`config.mk`:
```
export PLATFORM = sky130hd
export DESIGN_NAME = exec_top
export DESIGN_NICKNAME = d
export VERILOG_FILES = /design/src/exec_pkg.sv /design/src/exec_control.sv /design/src/exec_regfile.sv /design/src/exec_alu_pipe.sv /design/src/exec_writeback.sv /design/src/exec_top.sv
export SDC_FILE = /design/constraint.sdc
export NUM_CORES = 2
export LEC_CHECK = 0
export BUFFER_PORTS_ARGS = -buffer_cell sky130_fd_sc_hd__buf_4
export CORE_UTILIZATION = 55
export CTS_BUF_LIST = sky130_fd_sc_hd__clkbuf_4 sky130_fd_sc_hd__clkbuf_8 sky130_fd_sc_hd__clkbuf_16
export DETAILED_ROUTE_END_ITERATION = 7
export PLACE_DENSITY = 0.74
export RECOVER_POWER = 25
export SLEW_MARGIN = 20
export SYNTH_ARGS = -nofsm -noshare
export SYNTH_HDL_FRONTEND = slang
export SYNTH_SLANG_ARGS = --single-unit
```
`constraint.sdc`:
```
create_clock -name clock -period 12.2 [get_ports clock]
set_input_delay 1.83 -clock clock [delete_from_list [all_inputs] [get_ports clock]]
set_output_delay 1.83 -clock clock [all_outputs]
set_load 0.02 [all_outputs]
```
`src/exec_pkg.sv`:
```
// ==========================================================
// Shared widths, opcodes and the Wishbone address map of the
// execution unit. Imported by every RTL module of the core.
// ==========================================================
`default_nettype none

package exec_pkg;

    localparam int DATA_WIDTH     = 32;
    localparam int REG_ADDR_WIDTH = 4;
    localparam int REG_COUNT      = 16;
    localparam int WB_ADDR_WIDTH  = 5;
    localparam int OPCODE_WIDTH   = 4;

    // Number of register stages between issue and the ALU result
    localparam int ALU_DEPTH = 3;

    typedef logic [DATA_WIDTH-1:0]     data_t;
    typedef logic [2*DATA_WIDTH-1:0]   product_t;
    typedef logic [REG_ADDR_WIDTH-1:0] reg_addr_t;
    typedef logic [WB_ADDR_WIDTH-1:0]  wb_addr_t;

    typedef enum logic [OPCODE_WIDTH-1:0] {
        NOP  = 4'h0,
        ADD  = 4'h1,
        SUB  = 4'h2,
        MUL  = 4'h3,
        AND  = 4'h4,
        OR   = 4'h5,
        NOT  = 4'h6,
        SATP = 4'h7,
        SATN = 4'h8,
        BGT  = 4'h9,
        BEQ  = 4'ha,
        MOV  = 4'hb
    } opcode_t;

    // Word addresses 0 up to ADDR_REG_LAST map straight onto the registers
    localparam wb_addr_t ADDR_REG_LAST = 5'd15;
    localparam wb_addr_t ADDR_INSTR    = 5'd16;
    localparam wb_addr_t ADDR_STATUS   = 5'd17;

    // Instruction word layout, each field is one register index or opcode wide
    localparam int OP_LSB   = 0;
    localparam int DEST_LSB = 4;
    localparam int SRCA_LSB = 8;
    localparam int SRCB_LSB = 12;

endpackage

`default_nettype wire

```
`src/exec_control.sv`:
```
// ==========================================================
// Wishbone slave decode, instruction issue and hazard stall.
// Carries opcode and destination alongside the ALU pipeline.
// ==========================================================
`timescale 1ns/1ps
`default_nettype none

module exec_control (
    input  wire                 clock,
    input  wire                 arst_n,
    input  wire                 cyc,
    input  wire                 stb,
    input  wire                 we,
    input  exec_pkg::wb_addr_t  adr,
    input  exec_pkg::data_t     dat_w,
    input  exec_pkg::data_t     rd_data_a,
    output exec_pkg::data_t     dat_r,
    output logic                ack,
    output exec_pkg::reg_addr_t rd_addr_a,
    output exec_pkg::reg_addr_t rd_addr_b,
    output logic                issue_valid,
    output exec_pkg::opcode_t   issue_op,
    output exec_pkg::opcode_t   wb_op,
    output exec_pkg::reg_addr_t wb_dest,
    output logic                host_wr_en,
    output exec_pkg::reg_addr_t host_wr_addr,
    output exec_pkg::data_t     host_wr_data
);

    import exec_pkg::*;

    // Delay line of in-flight instructions, entry 0 is the youngest
    opcode_t                dly_op   [ALU_DEPTH];
    reg_addr_t              dly_dest [ALU_DEPTH];
    logic [ALU_DEPTH-1:0]   sb_valid;

    logic      req;
    logic      is_reg;
    logic      is_instr;
    logic      is_status;
    logic      hazard;
    logic      busy;
    reg_addr_t src_a;
    reg_addr_t src_b;
    reg_addr_t issue_dest;

    assign req       = cyc && stb;
    assign is_reg    = (adr <= ADDR_REG_LAST);
    assign is_instr  = (adr == ADDR_INSTR);
    assign is_status = (adr == ADDR_STATUS);

    assign src_a      = dat_w[SRCA_LSB +: REG_ADDR_WIDTH];
    assign src_b      = dat_w[SRCB_LSB +: REG_ADDR_WIDTH];
    assign issue_dest = dat_w[DEST_LSB +: REG_ADDR_WIDTH];

    // Operands are read in the acknowledge cycle, the master holds adr and dat_w
    assign rd_addr_a = is_instr ? src_a : adr[REG_ADDR_WIDTH-1:0];
    assign rd_addr_b = src_b;

    assign issue_valid = ack && we && is_instr;
    assign issue_op    = opcode_t'(dat_w[OP_LSB +: OPCODE_WIDTH]);

    assign host_wr_en   = ack && we && is_reg;
    assign host_wr_addr = adr[REG_ADDR_WIDTH-1:0];
    assign host_wr_data = dat_w;

    assign busy = |sb_valid;

    // The final stage writes at the end of this cycle, so only the younger
    // stages can still hold a stale value by the acknowledge cycle
    always_comb begin
        hazard = 1'b0;
        for (int i = 0; i < ALU_DEPTH - 1; i++) begin
            if (sb_valid[i]) begin
                if (is_instr && we && (dly_dest[i] == src_a || dly_dest[i] == src_b)) begin
                    hazard = 1'b1;
                end
                if (is_reg && dly_dest[i] == adr[REG_ADDR_WIDTH-1:0]) begin
                    hazard = 1'b1;
                end
            end
        end
        // A host write must not land together with a final-stage writeback
        if (is_reg && we && sb_valid[ALU_DEPTH-2]) begin
            hazard = 1'b1;
        end
    end

    always_comb begin
        dat_r = '0;
        if (ack && !we) begin
            if (is_reg) begin
                dat_r = rd_data_a;
            end else if (is_status) begin
                dat_r[0] = busy;
            end
        end
    end

    always_ff @(posedge clock or negedge arst_n) begin
        if (!arst_n) begin
            ack      <= 1'b0;
            sb_valid <= '0;
            for (int i = 0; i < ALU_DEPTH; i++) begin
                dly_op[i]   <= NOP;
                dly_dest[i] <= '0;
            end
        end else begin
            ack <= req && !ack && !hazard;
            // Idle cycles push a NOP so the line stays aligned with the ALU
            dly_op[0]   <= issue_valid ? issue_op : NOP;
            dly_dest[0] <= issue_valid ? issue_dest : '0;
            sb_valid[0] <= issue_valid && (issue_op != NOP);
            for (int i = 1; i < ALU_DEPTH; i++) begin
                dly_op[i]   <= dly_op[i-1];
                dly_dest[i] <= dly_dest[i-1];
                sb_valid[i] <= sb_valid[i-1];
            end
        end
    end

    assign wb_op   = dly_op[ALU_DEPTH-1];
    assign wb_dest = dly_dest[ALU_DEPTH-1];

endmodule

`default_nettype wire

```
`src/exec_regfile.sv`:
```
// ==========================================================
// Sixteen-word register file, two combinational read ports,
// an ALU writeback port and a host write port.
// ==========================================================
`timescale 1ns/1ps
`default_nettype none

module exec_regfile (
    input  wire                 clock,
    input  wire                 arst_n,
    input  exec_pkg::reg_addr_t rd_addr_a,
    input  exec_pkg::reg_addr_t rd_addr_b,
    input  wire                 wr_en,
    input  exec_pkg::reg_addr_t wr_addr,
    input  exec_pkg::data_t     wr_data,
    input  wire                 host_wr_en,
    input  exec_pkg::reg_addr_t host_wr_addr,
    input  exec_pkg::data_t     host_wr_data,
    output exec_pkg::data_t     rd_data_a,
    output exec_pkg::data_t     rd_data_b
);

    import exec_pkg::*;

    data_t regs [REG_COUNT];

    // Writeback wins if both ports are ever active together
    always_ff @(posedge clock or negedge arst_n) begin
        if (!arst_n) begin
            for (int i = 0; i < REG_COUNT; i++) begin
                regs[i] <= '0;
            end
        end else if (wr_en) begin
            regs[wr_addr] <= wr_data;
        end else if (host_wr_en) begin
            regs[host_wr_addr] <= host_wr_data;
        end
    end

    assign rd_data_a = regs[rd_addr_a];
    assign rd_data_b = regs[rd_addr_b];

endmodule

`default_nettype wire

```
`src/exec_alu_pipe.sv`:
```
// ==========================================================
// Three-stage integer ALU. The result appears ALU_DEPTH
// cycles after the operands are presented with issue_valid.
// ==========================================================
`timescale 1ns/1ps
`default_nettype none

module exec_alu_pipe (
    input  wire               clock,
    input  wire               arst_n,
    input  wire               issue_valid,
    input  exec_pkg::opcode_t issue_op,
    input  exec_pkg::data_t   operand_a,
    input  exec_pkg::data_t   operand_b,
    output exec_pkg::data_t   alu_result
);

    import exec_pkg::*;

    opcode_t  s1_op;
    data_t    s1_a;
    data_t    s1_b;
    logic     s2_mul;
    data_t    s2_res;
    product_t s2_prod;
    data_t    s2_res_d;

    // Stage 1 opcode copy, held while no instruction is issued
    always_ff @(posedge clock or negedge arst_n) begin
        if (!arst_n) begin
            s1_op <= NOP;
        end else if (issue_valid) begin
            s1_op <= issue_op;
        end
    end

    always_ff @(posedge clock) begin
        if (issue_valid) begin
            s1_a <= operand_a;
            s1_b <= operand_b;
        end
    end

    // Everything except the product settles within stage 2
    always_comb begin
        s2_res_d = '0;
        case (s1_op)
            ADD:  s2_res_d = s1_a + s1_b;
            SUB:  s2_res_d = s1_a - s1_b;
            AND:  s2_res_d = s1_a & s1_b;
            OR:   s2_res_d = s1_a | s1_b;
            NOT:  s2_res_d = ~s1_a;
            SATP: s2_res_d = ($signed(s1_a) < $signed(s1_b)) ? s1_a : s1_b;
            SATN: s2_res_d = ($signed(s1_a) > $signed(s1_b)) ? s1_a : s1_b;
            BGT:  s2_res_d[0] = ($signed(s1_a) > $signed(s1_b));
            BEQ:  s2_res_d[0] = (s1_a == s1_b);
            MOV:  s2_res_d = s1_a;
            default: s2_res_d = '0;
        endcase
    end

    always_ff @(posedge clock or negedge arst_n) begin
        if (!arst_n) begin
            s2_mul <= 1'b0;
        end else begin
            s2_mul <= (s1_op == MUL);
        end
    end

    always_ff @(posedge clock) begin
        s2_res  <= s2_res_d;
        s2_prod <= product_t'(s1_a) * product_t'(s1_b);
    end

    // Stage 3 keeps only the low word of the product
    always_ff @(posedge clock) begin
        alu_result <= s2_mul ? s2_prod[DATA_WIDTH-1:0] : s2_res;
    end

endmodule

`default_nettype wire

```
`src/exec_writeback.sv`:
```
// ==========================================================
// Shapes the ALU result by the delayed opcode and drives the
// register file writeback port.
// ==========================================================
`timescale 1ns/1ps
`default_nettype none

module exec_writeback (
    input  exec_pkg::opcode_t   wb_op,
    input  exec_pkg::reg_addr_t wb_dest,
    input  exec_pkg::data_t     alu_result,
    output logic                wr_en,
    output exec_pkg::reg_addr_t wr_addr,
    output exec_pkg::data_t     wr_data
);

    import exec_pkg::*;

    always_comb begin
        case (wb_op)
            ADD,
            SUB,
            MUL,
            AND,
            OR,
            NOT,
            SATP,
            SATN,
            MOV: begin
                wr_en   = 1'b1;
                wr_addr = wb_dest;
                wr_data = alu_result;
            end
            BGT,
            BEQ: begin
                // Compares come out of the ALU as a single flag bit
                wr_en   = 1'b1;
                wr_addr = wb_dest;
                wr_data = alu_result[0] ? '1 : '0;
            end
            default: begin
                wr_en   = 1'b0;
                wr_addr = '0;
                wr_data = '0;
            end
        endcase
    end

endmodule

`default_nettype wire

```
`src/exec_top.sv`:
```
// ==========================================================
// Execution unit top level with its Wishbone classic slave
// port. Instantiate this block in the host system.
// ==========================================================
`timescale 1ns/1ps
`default_nettype none

module exec_top (
    input  wire                clock,
    input  wire                arst_n,
    input  wire                cyc,
    input  wire                stb,
    input  wire                we,
    input  exec_pkg::wb_addr_t adr,
    input  exec_pkg::data_t    dat_w,
    output exec_pkg::data_t    dat_r,
    output logic               ack
);

    import exec_pkg::*;

    reg_addr_t rd_addr_a;
    reg_addr_t rd_addr_b;
    data_t     rd_data_a;
    data_t     rd_data_b;
    logic      issue_valid;
    opcode_t   issue_op;
    opcode_t   wb_op;
    reg_addr_t wb_dest;
    logic      host_wr_en;
    reg_addr_t host_wr_addr;
    data_t     host_wr_data;
    data_t     alu_result;
    logic      wr_en;
    reg_addr_t wr_addr;
    data_t     wr_data;

    exec_control control0 (
        .clock        (clock),
        .arst_n       (arst_n),
        .cyc          (cyc),
        .stb          (stb),
        .we           (we),
        .adr          (adr),
        .dat_w        (dat_w),
        .rd_data_a    (rd_data_a),
        .dat_r        (dat_r),
        .ack          (ack),
        .rd_addr_a    (rd_addr_a),
        .rd_addr_b    (rd_addr_b),
        .issue_valid  (issue_valid),
        .issue_op     (issue_op),
        .wb_op        (wb_op),
        .wb_dest      (wb_dest),
        .host_wr_en   (host_wr_en),
        .host_wr_addr (host_wr_addr),
        .host_wr_data (host_wr_data)
    );

    exec_regfile regfile0 (
        .clock        (clock),
        .arst_n       (arst_n),
        .rd_addr_a    (rd_addr_a),
        .rd_addr_b    (rd_addr_b),
        .wr_en        (wr_en),
        .wr_addr      (wr_addr),
        .wr_data      (wr_data),
        .host_wr_en   (host_wr_en),
        .host_wr_addr (host_wr_addr),
        .host_wr_data (host_wr_data),
        .rd_data_a    (rd_data_a),
        .rd_data_b    (rd_data_b)
    );

    // Operands come straight from the register file read ports
    exec_alu_pipe alu0 (
        .clock       (clock),
        .arst_n      (arst_n),
        .issue_valid (issue_valid),
        .issue_op    (issue_op),
        .operand_a   (rd_data_a),
        .operand_b   (rd_data_b),
        .alu_result  (alu_result)
    );

    exec_writeback writeback0 (
        .wb_op      (wb_op),
        .wb_dest    (wb_dest),
        .alu_result (alu_result),
        .wr_en      (wr_en),
        .wr_addr    (wr_addr),
        .wr_data    (wr_data)
    );

endmodule

`default_nettype wire

```
==> flow_metrics.py <==
metrics = {
    "status": {
        "outcome": "finished, violations left",
        "violations": "capacitance limit, slew limit",
    },
    "flow_run": {
        "cap_violations": 6,
    },
    "cells_and_area": {
        "fin_util_pct": 59.8,
        "fin_nets": 6241,
        "final_area_um2": 61300,
        "area_growth_pct": 7.24,
        "final_layout_size_suffix_gt1_share_pct": 13.1,
    },
    "floorplanning": {
        "start_util_pct": 55.8,
        "core_area_um2": 102000,
        "die-area_um2": 105000,
        "dieWidth_um": 324,
        "fp-row-count": 117,
        "ioPinCount": 75,
        "die-height_um": 324,
    },
    "critical_path": {
        "critPathBufInv": 5,
        "critPathMostFrequentCell": "fa_1",
        "path_delay_family": "adder cells",
        "startpoint": "alu0.s1_a[5]",
        "worstPathRequired_ns": 12.81,
        "worst-path-max-fanout": 18,
        "r2r-end": "alu0.s2_prod[30]",
        "worst_ep_arrival_time_ns": 9.13,
        "reg2reg_depth": 25,
        "endpoint_kind": "flop",
        "reg2reg_from": "alu0.s1_a[5]",
        "worst_path_max_delay_cell": "clkinv_1",
        "cp_slowest_stage_delay_ns": 0.88,
        "r2r_setup_slack_ns": 3.68,
        "path_class": "flop to flop",
        "start_kind": "flop",
    },
    "power_and_ir_drop": {
        "power_density_nw_per_um2": 101,
        "peakVddDrop_mv": 0.113,
        "p_leak_nw": 26.4,
    },
    "timing": {
        "setup_viol": 0,
        "period_share_pct": 69.8,
        "fmax_mhz": 117,
        "holdWs_ns": 0.350,
        "setup_tns_ns": 0,
        "timing.final.max_slew_violations": 297,
        "worst_pin_slew_ns": 5.16,
        "hold_violations": 0,
        "rsz0062_at_grt": "false",
        "period_minus_slack_ns": 8.52,
        "fin_skew_ns": 0.0571,
        "relSlewSlack_pct": -244,
    },
    "place": {
        "place_congestion": 1.04,
        "place_area_um2": 58600,
        "dp_hpwl_um": 140000,
        "io_buffers": 74,
    },
    "clocking": {
        "cts_sinks": 705,
        "cts_setup_buffers": 0,
        "cts_tree": "done",
        "cts_resized": 0,
        "cts_inserted_buffers": 81,
        "cts_htree_levels": 3,
        "clk_path_buf_depth": 3,
        "clock_latency_ns": 0.70,
        "hold_buffers": 0,
        "cts-root-buf": "clkbuf_16",
        "cts.clk_slew.worst_paths_ns": 0.07,
    },
    "synth": {
        "synth_seq_cells": 705,
        "synth_ff_type": "dfrtp_1",
        "synth_nets": 6491,
        "ys_types": 92,
        "synth_edf_count": 64,
        "synth.yosys.seq_area_share_pct": 30.6,
        "netlist_area_um2": 57200,
        "synth_cells": 5817,
        "ys_warn_count": 0,
        "ys_async_sr_fraction_pct": 77.3,
        "avgSynthCellArea_um2": 9.83,
    },
    "hold_path": {
        "min_to": "control0.wb_op[0]",
        "worstHoldPathCells": 0,
        "hold_path.startpoint": "control0.dly_op[4]",
        "hp-class": "flop to flop",
    },
    "route": {
        "wl_per_cell_um": 31.4,
        "drt_iter0_markers": 7876,
        "drc": 0,
        "routed_wl_um": 220000,
        "ant_nets": 0,
        "vias_per_cell": 7.12,
        "vias": 49900,
        "dr.pass1.iters": 7,
    },
    "grt": {
        "grt_max_degree": 178,
        "antenna_found_initial": 7,
        "grt_use_total_pct": 41.4,
        "grt_first_pass_wirelength_um": 323000,
        "gr-total-overflow": 0,
        "grt_pass1_vias": 49800,
    },
}
-- stage by stage --
stage | total power, mW | worst slack, ns | std cells
after CTS | 6.15 | 3.82 | 6998
after floorplan | 3.29 | 5.09 | 5817
final | 6.19 | 3.68 | 7003
after global routing | 6.36 | 3.03 | 7000
after global placement | 3.63 | 4.11 | 6851
after detailed placement | 3.66 | 3.81 | 6851
-- cells in the final DEF, fill, tap and decap left out, types with 13 or more instances in the layout --
cell type  count
clkbuf_4      24
nand2b_1      25
mux4_2       288
xor2_1        34
mux2i_1       48
o221ai_1     126
xnor2_1       85
a22oi_1      288
a21o_1        56
a2111oi_0     21
o21bai_1      16
a221o_1      137
clkbuf_16     82
nand2_1      719
a221oi_1      13
clkinv_1      18
or2_2         15
ha_1         222
and2_1       104
o21ai_0      341
dfxtp_1       96
o211ai_1      15
buf_4        169
nand3_1       17
inv_1        465
edfxtp_1      64
o22ai_1       13
nor2_1       577
nor3_1        27
fa_1         410
dfrtp_1      545
clkbuf_8      13
nor2b_1       17
a211oi_1      50
mux2_2        25
a31oi_1       37
a21oi_1      177
-- metal layers --
| metal | global-route usage (%) | vias to the layer above | share of wire [%] |
|---|---|---|---|
| met5 | 0.0906 | - | 0.011 |
| met4 | 25.8 | 4 | 7.6 |
| met3 | 16.1 | 1057 | 16 |
| met2 | 60.3 | 4373 | 42 |
| met1 | 51.8 | 24400 | 34 |
| li1 | - | 20000 | - |
-- cells by family (layout without fill, tap and decap cells) --
| logic type | Yosys count | after routing | share of synthesized area [%] |
|---|---|---|---|
| flops | 705 | 705 | 30.6 |
| fa+ha+maj | 632 | 632 | 19.2 |
| xor+xnor | 119 | 119 | 1.82 |
| buf+inv | 1006 | 820 | 6.80 |
| mux | 371 | 371 | 12.9 |
| other cells | 0 | 4 | 0 |
| simple gates | 1595 | 1595 | 11.7 |
| compound gates | 1389 | 1389 | 17.0 |
-- where the power goes --
group | internal, mW | switching, mW | total [mW]
combinational | 0.431 | 0.569 | 1.00
clock | 1.43 | 1.10 | 2.53
sequential | 2.52 | 0.139 | 2.66
-- how the worst max path moves through the flow --
stage,end,slack [ns],cells after the start
3_5_place_dp,alu0.s2_prod[30],3.81,25
4_1_cts,alu0.s2_prod[30],3.82,25
3_3_place_gp,alu0.s2_prod[30],4.11,25
5_1_grt,regfile0.regs[439],3.03,2
2_1_floorplan,alu0.s2_prod[30],5.09,27
6_report,alu0.s2_prod[30],3.68,25
-- synthesized netlist by cell type, types with 10 or more instances --
cell         n  area (um2)
inv_2       12        45.0
xor2_1      34         298
ha_1       222        2780
a211oi_1    50         375
a31oi_1     42         263
mux4_2     288        6490
nor4_1      16         100
mux2i_1     48         480
buf_2       27         135
a221o_1    137        1370
o21bai_1    16         120
and2_1     105         657
fa_1       410        8210
a221oi_1    13         114
nor3_1      36         180
a21oi_1    181         906
clkinv_1    15        56.3
nor2b_1     17         106
clkbuf_1   436        1640
o22ai_1     14        87.6
nand3_1     19        95.1
dfrtp_1    545       13600
edfxtp_1    64        1920
xnor2_1     85         744
o21a_1      10        75.1
inv_1      465        1750
or2_2       10        62.6
a21o_1      57         428
o21ai_1     12        60.1
a22oi_1    288        2160
dfxtp_1     96        1920
o21ai_0    341        1710
nor2_1     586        2200
o211ai_1    15         113
mux2_2      35         394
o221ai_1   126        1100
a2111oi_0   21         184
buf_1       35         131
nand2b_1    25         156
nand2_1    725        2720
-- worst reg2reg max path: stages (launching register included) --
cell and delay (ns):
edfxtp_1 0.81, clkinv_1 0.89, nor2_1 0.37, fa_1 0.45, inv_1 0.08, fa_1 0.43, fa_1 0.51, inv_1 0.06
fa_1 0.49, ha_1 0.30, ha_1 0.28, inv_1 0.05, fa_1 0.47, inv_1 0.05, fa_1 0.43, ha_1 0.32
o21ai_0 0.08, nor2_1 0.07, a41oi_1 0.46, o311a_1 0.39, o2111ai_1 0.25, a31oi_1 0.50, o21ai_1 0.12, a21o_1 0.21
o31ai_1 0.24, xnor2_1 0.15
-- flip-flops by register name, indices dropped and copies added (netlist names), 8 cells and up --
name               cells
control0.dly_op        8
alu0.s1_a             32
alu0.s2_res           32
regfile0.regs        512
control0.dly_dest      8
alu0.alu_result       32
alu0.s2_prod          32
alu0.s1_b             32
-- area by class of cell --
cell class                 instances  area (um2)
tap                             1368        1710
fill                            8517       41100
clock inverter                    28         298
timing repair buffer             181        1410
inverter                         492        1850
clock buffer                     119        2410
antenna                            4        10.0
multi-input combinational       4106       36200
sequential                       705       17500
Note: power is estimated with default switching activity, not from simulation.
